===== src/verilog/fetchPkg.sv =====
`default_nettype none

package fetchPkg;

    typedef logic [31:0] addrT;
    typedef logic [31:0] instT;

    // 0,1 not taken / 2,3 taken
    typedef logic [1:0] ctrT;

    localparam ctrT CTR_INIT = 2'd1; // weakly not taken

    localparam addrT PC_RESET = 32'hBFC00000;

    // primary opcodes, inst[31:26]
    localparam logic [5:0] OP_REGIMM = 6'd1;
    localparam logic [5:0] OP_J      = 6'd2;
    localparam logic [5:0] OP_JAL    = 6'd3;
    localparam logic [5:0] OP_BEQ    = 6'd4;
    localparam logic [5:0] OP_BNE    = 6'd5;
    localparam logic [5:0] OP_BLEZ   = 6'd6;
    localparam logic [5:0] OP_BGTZ   = 6'd7;

endpackage

`default_nettype wire


===== src/verilog/resolveIf.sv =====
`timescale 1ns/1ns
`default_nettype none

interface resolveIf;
    import fetchPkg::*;

    logic valid;     // one-cycle report
    addrT pc;        // pc of the resolved branch
    logic taken;
    logic predTaken; // prediction carried down the pipe
    addrT target;

    // predictor training only
    modport branchSink (
        input valid, pc, taken
    );

    modport ctrlSink (
        input valid, pc, taken, predTaken, target
    );

endinterface

`default_nettype wire


===== src/verilog/branchPredict.sv =====
`timescale 1ns/1ns
`default_nettype none

module branchPredict #(
    parameter int BHT_BITS = 6
) (
    input  logic              clk,
    input  logic              rstN_i,
    input  fetchPkg::addrT    pc_i,
    input  fetchPkg::instT    inst_i,
    resolveIf.branchSink      res,
    output logic              isBranch_o,
    output logic              predTaken_o,
    output fetchPkg::addrT    branchTarget_o
);
    import fetchPkg::*;

    localparam int DEPTH = 2 ** BHT_BITS;

    ctrT bht [DEPTH];

    logic [5:0] opcode;
    logic [BHT_BITS-1:0] rdIdx;
    logic [BHT_BITS-1:0] wrIdx;
    addrT offset;
    ctrT rdCtr;
    ctrT wrCtr;

    assign opcode = inst_i[31:26];

    always_comb begin
        case (opcode)
            OP_REGIMM, OP_BEQ, OP_BNE, OP_BLEZ, OP_BGTZ: isBranch_o = 1'b1;
            default: isBranch_o = 1'b0;
        endcase
    end

    // sign-extended word offset, relative to pc+4
    assign offset = {{14{inst_i[15]}}, inst_i[15:0], 2'b00};
    assign branchTarget_o = pc_i + 32'd4 + offset;

    assign rdIdx = pc_i[BHT_BITS+1:2];
    assign rdCtr = bht[rdIdx];
    assign predTaken_o = isBranch_o & rdCtr[1];

    assign wrIdx = res.pc[BHT_BITS+1:2];
    assign wrCtr = bht[wrIdx];

    // saturating 2-bit update on every report
    always_ff @(posedge clk) begin
        if (!rstN_i) begin
            for (int i = 0; i < DEPTH; i++) begin
                bht[i] <= CTR_INIT;
            end
        end else if (res.valid) begin
            if (res.taken) begin
                if (wrCtr != 2'b11)
                    bht[wrIdx] <= wrCtr + 2'b01;
            end else begin
                if (wrCtr != 2'b00)
                    bht[wrIdx] <= wrCtr - 2'b01;
            end
        end
    end

endmodule

`default_nettype wire


===== src/verilog/jumpPredict.sv =====
`timescale 1ns/1ns
`default_nettype none

module jumpPredict (
    input  fetchPkg::addrT pc_i,
    input  fetchPkg::instT inst_i,
    output logic           isJump_o,
    output fetchPkg::addrT jumpTarget_o
);
    import fetchPkg::*;

    logic [5:0] opcode;
    addrT pcPlus4;

    assign opcode = inst_i[31:26];
    assign pcPlus4 = pc_i + 32'd4;

    // J and JAL only, register jumps get resolved later
    assign isJump_o = (opcode == OP_J) || (opcode == OP_JAL);

    // pseudo-direct: region bits from pc+4
    assign jumpTarget_o = {pcPlus4[31:28], inst_i[25:0], 2'b00};

endmodule

`default_nettype wire


===== src/verilog/pcCtrl.sv =====
`timescale 1ns/1ns
`default_nettype none

module pcCtrl #(
    parameter int CREDITS = 4
) (
    input  logic           clk,
    input  logic           rstN_i,
    input  fetchPkg::instT imemData_i,
    input  logic           credit_i,
    resolveIf.ctrlSink     res,
    input  logic           isBranch_i,
    input  logic           predTaken_i,
    input  fetchPkg::addrT branchTarget_i,
    input  logic           isJump_i,
    input  fetchPkg::addrT jumpTarget_i,
    output fetchPkg::addrT pc_o,
    output logic           instValid_o,
    output fetchPkg::instT instWord_o,
    output fetchPkg::addrT instPc_o,
    output logic           predTaken_o
);
    import fetchPkg::*;

    localparam int CW = $clog2(CREDITS + 1);

    addrT pcQ;
    addrT pcPlus4;
    addrT redirectPc;
    addrT seqNext;
    logic [CW-1:0] creditQ;
    logic haveCredit;
    logic mispredict;
    logic issue;

    assign pcPlus4 = pcQ + 32'd4;

    // resolution disagrees with what fetch guessed
    assign mispredict = res.valid && (res.taken != res.predTaken);
    assign redirectPc = res.taken ? res.target : res.pc + 32'd4;

    assign haveCredit = (creditQ != '0);
    assign issue = haveCredit && !mispredict;

    // jump beats predicted branch beats fall-through
    always_comb begin
        if (isJump_i)
            seqNext = jumpTarget_i;
        else if (isBranch_i && predTaken_i)
            seqNext = branchTarget_i;
        else
            seqNext = pcPlus4;
    end

    always_ff @(posedge clk) begin
        if (!rstN_i) begin
            pcQ <= PC_RESET;
        end else if (mispredict) begin
            pcQ <= redirectPc;
        end else if (issue) begin
            pcQ <= seqNext;
        end
        // hold without credit
    end

    always_ff @(posedge clk) begin
        if (!rstN_i) begin
            creditQ <= CW'(CREDITS);
        end else begin
            case ({issue, credit_i})
                2'b10: creditQ <= creditQ - CW'(1); // spend
                2'b01: creditQ <= creditQ + CW'(1); // return
                default: creditQ <= creditQ;
            endcase
        end
    end

    assign pc_o = pcQ;
    assign instValid_o = issue;
    assign instWord_o = imemData_i;
    assign instPc_o = pcQ;
    assign predTaken_o = issue && isBranch_i && predTaken_i;

endmodule

`default_nettype wire


===== src/verilog/fetchFront.sv =====
`timescale 1ns/1ns
`default_nettype none

module fetchFront #(
    parameter int BHT_BITS = 6,
    parameter int CREDITS  = 4
) (
    input  logic           clk,
    input  logic           rstN_i,
    output fetchPkg::addrT imemAddr_o,
    input  fetchPkg::instT imemData_i,
    output logic           instValid_o,
    output fetchPkg::instT instWord_o,
    output fetchPkg::addrT instPc_o,
    output logic           predTaken_o,
    input  logic           credit_i,
    input  logic           resolveValid_i,
    input  fetchPkg::addrT resolvePc_i,
    input  logic           resolveTaken_i,
    input  logic           resolvePredTaken_i,
    input  fetchPkg::addrT resolveTarget_i
);
    import fetchPkg::*;

    addrT pc;
    logic isBranch;
    logic bpTaken;
    addrT branchTarget;
    logic isJump;
    addrT jumpTarget;

    resolveIf resBus ();

    assign resBus.valid     = resolveValid_i;
    assign resBus.pc        = resolvePc_i;
    assign resBus.taken     = resolveTaken_i;
    assign resBus.predTaken = resolvePredTaken_i;
    assign resBus.target    = resolveTarget_i;

    assign imemAddr_o = pc; // memory answers same cycle

    branchPredict #(.BHT_BITS(BHT_BITS)) branchPredict0 (
        .clk(clk), .rstN_i(rstN_i),
        .pc_i(pc), .inst_i(imemData_i),
        .res(resBus.branchSink),
        .isBranch_o(isBranch),
        .predTaken_o(bpTaken),
        .branchTarget_o(branchTarget)
    );

    jumpPredict jumpPredict0 (
        .pc_i(pc), .inst_i(imemData_i),
        .isJump_o(isJump),
        .jumpTarget_o(jumpTarget)
    );

    pcCtrl #(.CREDITS(CREDITS)) pcCtrl0 (
        .clk(clk), .rstN_i(rstN_i),
        .imemData_i(imemData_i),
        .credit_i(credit_i),
        .res(resBus.ctrlSink),
        .isBranch_i(isBranch), .predTaken_i(bpTaken), .branchTarget_i(branchTarget),
        .isJump_i(isJump), .jumpTarget_i(jumpTarget),
        .pc_o(pc),
        .instValid_o(instValid_o),
        .instWord_o(instWord_o),
        .instPc_o(instPc_o),
        .predTaken_o(predTaken_o)
    );

endmodule

`default_nettype wire


===== config.mk =====
export PLATFORM = sky130hd
export DESIGN_NAME = fetchFront
export DESIGN_NICKNAME = d
export VERILOG_FILES = /design/src/verilog/fetchPkg.sv /design/src/verilog/resolveIf.sv /design/src/verilog/branchPredict.sv /design/src/verilog/jumpPredict.sv /design/src/verilog/pcCtrl.sv /design/src/verilog/fetchFront.sv
export SDC_FILE = /design/constraint.sdc
export NUM_CORES = 1
export LEC_CHECK = 0
export ABC_AREA = 1
export BUFFER_PORTS_ARGS = -buffer_cell sky130_fd_sc_hd__buf_2
export CAP_MARGIN = 15
export CELL_PAD_IN_SITES_DETAIL_PLACEMENT = 0
export CELL_PAD_IN_SITES_GLOBAL_PLACEMENT = 2
export CORE_UTILIZATION = 29
export CTS_CLUSTER_DIAMETER = 100
export DETAILED_ROUTE_END_ITERATION = 8
export PLACE_DENSITY_LB_ADDON = 0.1
export SLEW_MARGIN = 20
export SYNTH_ARGS = -nofsm -noshare
export SYNTH_HDL_FRONTEND = slang
export SYNTH_HIERARCHICAL = 1
export SYNTH_SLANG_ARGS = --single-unit

===== constraint.sdc =====
create_clock -name clk -period 2.95 [get_ports clk]
set_clock_uncertainty 0.05 [all_clocks]
set_input_delay 0.1475 -clock clk [delete_from_list [all_inputs] [get_ports clk]]
set_output_delay 0.1475 -clock clk [all_outputs]
set_load 0.005 [all_outputs]

==> metrics.yaml <==
worst_setup_path:
  path_class: "reg -> reg"
  crit_slowest_cell: "dfxtp_4"
  critPathLaunchType: "register"
  required_ns: 3.30
  critPathArrivalTime_ns: 3.25
  r2r_setup_slack_ns: 0.05
  path_buf_inv: 2
  cp_slowest_stage_delay_ns: 0.42
  cp_top_family: "simple AND/OR/NAND/NOR gates"
  r2r_cells: 19
  reg2reg_from: "pcCtrl0/instPc_o[2]$_SDFFE_PN0P_"
  end_kind: "register"
  cp_common_cell: "nand2_1"
  timing.rr.end: "pcCtrl0/instPc_o[21]$_SDFFE_PN0P_"
  crit_chain: "inv_8, ha_4, inv_2, ha_4, fa_2, nand3_2, nand2_4, nand3_2, nand2_2, nand2_2, nand2_4, a31oi_4, xnor2_2, nor2_1, nor2_1, nand2_1, nand2_1, nand2_1, a21oi_2"
  critPathMaxFanout: 6
synthesis:
  ys_top_cells_by_area: "edfxtp_1 (26%), nand2_1 (21%), nor2_1 (7.3%)"
  ys_seq_elements: 163
  synthFlopType: "edfxtp_1"
  synth_warnings: 6
  synth_edf_count: 128
  yosys.cell_types.count: 51
  yosysTopAreaCell: "edfxtp_1"
  synth_top_area_share_pct: 26.0
  synthMostInstantiatedCell: "nand2_1"
  synth_commonest_cells: "nand2_1 (836), nor2_1 (286), nand3_1 (155), edfxtp_1 (128), buf_4 (105)"
  synthesis.area_sq_um: 14800
  synthCells: 2250
  yosysSeqAreaShare_pct: 30.8
  avgSynthCellArea_sq_um: 6.56
  synth-async-reset-ratio_pct: 0
route:
  drc: 0
  ant_nets: 0
  vias: 15600
  detail_route.iter0.violations: 960
  viasPerCell: 5.03
  wl_per_cell_um: 21.4
  totalWireLength_um: 66200
  drt_pass1_iterations: 5
clock_tree:
  cts_tree: "done"
  cts_root_buf: "clkbuf_16"
  htreeDepth: 4
  path_clk_slew_ns: 0.09
  numCtsBuffers: 17
  cts_num_sinks: 163
  worstSkewPairLatency_ns: 0.50
  clk_path_buf_depth: 2
pwr:
  sw_frac_of_total_pct: 40.6
  cellPowerDensity_nw_per_um2: 485
  power_uw: 8590
  p_int_uw: 5100
  p_comb_share_pct: 40.8
  p_clk_share_pct: 27.9
  power_frac_seq_pct: 31.3
  switchingPower_uw: 3490
  p_leak_uw: 0.00796
  max-vdd-ir-drop_mv: 0.426
sta:
  rsz0062_at_grt: "yes"
  slew_headroom_pct: 38.6
  tns_ns: 0
  timing.fmax_mhz: 345
  post-route-period-util_pct: 98.1
  drv_slew: 0
  setup_viol: 0
  layout_min_cycle_time_ns: 2.90
  finalHoldViolations: 0
  worst_pin_slew_ns: 0.920
  setup_ws_ns: 0.0550
worst_hold_path:
  holdPathEnd: "pcCtrl0/instPc_o[4]$_SDFFE_PN0P_"
  min_path_type: "in -> reg"
  hold_path.startpoint: "imemData_i[2]"
  holdPathStages: 3
global_route:
  antenna_found_initial: 0
  grt_pass1_wl_um: 95300
  grt-ovfl-total: 0
  grtUsageMet3_pct: 3.20
  grt_use_met2_pct: 46.8
  grtUsageTotal_pct: 25.6
  first_global_vias: 15000
  grt_util_met1_pct: 29.5
  gr-max-usage-layer: "met2"
  grt_max_degree: 55
place:
  post-place-ws_ns: -0.0904
  dpl.hpwl_um: 48700
  placed_cell_area_sq_um: 16500
  place_congestion: 0.892
  port_buffers: 199
die:
  io_pins: 200
  die_w_um: 228
  design.core.area_sq_um: 50200
  num_rows: 82
  start_util_pct: 29.4
  die_h_um: 228
  dieArea_sq_um: 51800
layout:
  fin_nets: 2579
  syn_to_final_growth_pct: 19.9
  drive_gt1_share_pct: 20.3
  final_util_pct: 35.3
  final_cell_area_sq_um: 17700
  antennaDiodeCount: 0
flow_run:
  drv_cap: 0
status:
  status: "complete, no violations"
## power groups by stage
| stage | clock network (uW) | registers (uW) | logic [uW] |
|---|---|---|---|
| final | 2400 | 2690 | 3500 |
| after global routing | 2520 | 2710 | 3850 |
| after CTS | 2450 | 2680 | 3330 |
| after detailed placement | 0 | 2730 | 3270 |
| after global placement | 0 | 2730 | 3270 |
| after floorplan | 0 | 2750 | 1970 |
## state kept, by name, indices dropped and copies added, names as in the netlist
signal and count:
branchPredict0/bht 128, pcCtrl0/instPc_o 32, pcCtrl0/creditQ 3
## area by class of cell
type	count	area (sq um)
repair buffers	356	2520
well taps	672	841
inverters	111	424
clock buffers	17	425
flip-flops and latches	163	4550
multi-input cells	1766	8780
fillers	5522	32500
clock inverters	15	170
## logic make-up (layout without fill, tap and decap cells)
family,after synthesis,in the layout,synth area share [%]
xor+xnor,40,40,2.37
other cells,1,2,0.0254
fa+ha+maj,62,62,5.35
compound gates,219,219,8.39
buf+inv,322,499,11.7
flops,163,163,30.8
simple gates,1443,1443,41.4
## metal layers
layer	up-vias	share of wire (%)
li1	7670	-
met2	398	51
met5	-	0
met4	0	4.6
met3	100	3.6
met1	7439	41
## worst max path at each step
stage	start	endpoint	slack (ns)	cells after the start
CTS	pcCtrl0/instPc_o[3]$_SDFFE_PN0P_	predTaken_o	-0.05	15
global placement	pcCtrl0/instPc_o[9]$_SDFFE_PN0P_	pcCtrl0/instPc_o[19]$_SDFFE_PN0P_	-0.11	15
detailed placement	pcCtrl0/instPc_o[4]$_SDFFE_PN0P_	pcCtrl0/instPc_o[21]$_SDFFE_PN0P_	-0.09	16
global route	pcCtrl0/instPc_o[2]$_SDFFE_PN0P_	predTaken_o	-0.02	15
floorplan	pcCtrl0/instPc_o[2]$_SDFFE_PN0P_	pcCtrl0/instPc_o[25]$_SDFFE_PN1P_	0.04	22
finish	pcCtrl0/instPc_o[2]$_SDFFE_PN0P_	pcCtrl0/instPc_o[21]$_SDFFE_PN0P_	0.05	19
## cell usage in the layout, fill, tap and decap left out, drive strengths merged, types with 3 or more instances in the layout
master       synthesis  final
nand2              846    846
buf                143    337
nor2               308    308
nand3              160    160
edfxtp             128    128
inv                110    117
o21ai               93     93
nand4               78     78
a21oi               72     72
ha                  60     60
dfxtp               35     35
nor3                32     32
xor2                24     24
clkbuf              68     21
xnor2               16     16
dlygate4sd3          0     15
a31oi               15     15
o221ai              13     13
nand3b              11     11
o211ai               5      5
clkinv               1      5
a22oi                4      4
or2                  4      4
o21bai               3      3
a21o                 3      3
## worst reg2reg max path, stage by stage, from the launching register on
cell and delay [ns]:
dfxtp_4 0.42, inv_8 0.11, ha_4 0.13, inv_2 0.04
ha_4 0.16, fa_2 0.40, nand3_2 0.10, nand2_4 0.08
nand3_2 0.08, nand2_2 0.06, nand2_2 0.09, nand2_4 0.06
a31oi_4 0.22, xnor2_2 0.16, nor2_1 0.06, nor2_1 0.18
nand2_1 0.08, nand2_1 0.06, nand2_1 0.06, a21oi_2 0.20
## stage by stage
stage,hold slack [ns],std cells
3_5_place_dp,0.430,3038
2_1_floorplan,0.263,2251
5_1_grt,0.0345,3100
3_3_place_gp,0.423,3038
4_1_cts,0.000972,3086
6_report,0.0147,3100
## timing repair
action | in CTS | in global routing
setup buffers | 1 | 10
gates resized for setup | 15 | 67
endpoints found under the hold margin | 14 | 0
pin swaps | 3 | 26
gates cloned | 0 | 4
endpoints found under the setup margin | 5 | 21
hold buffers | 15 | 0
Note: power is estimated with default switching activity, not from simulation.
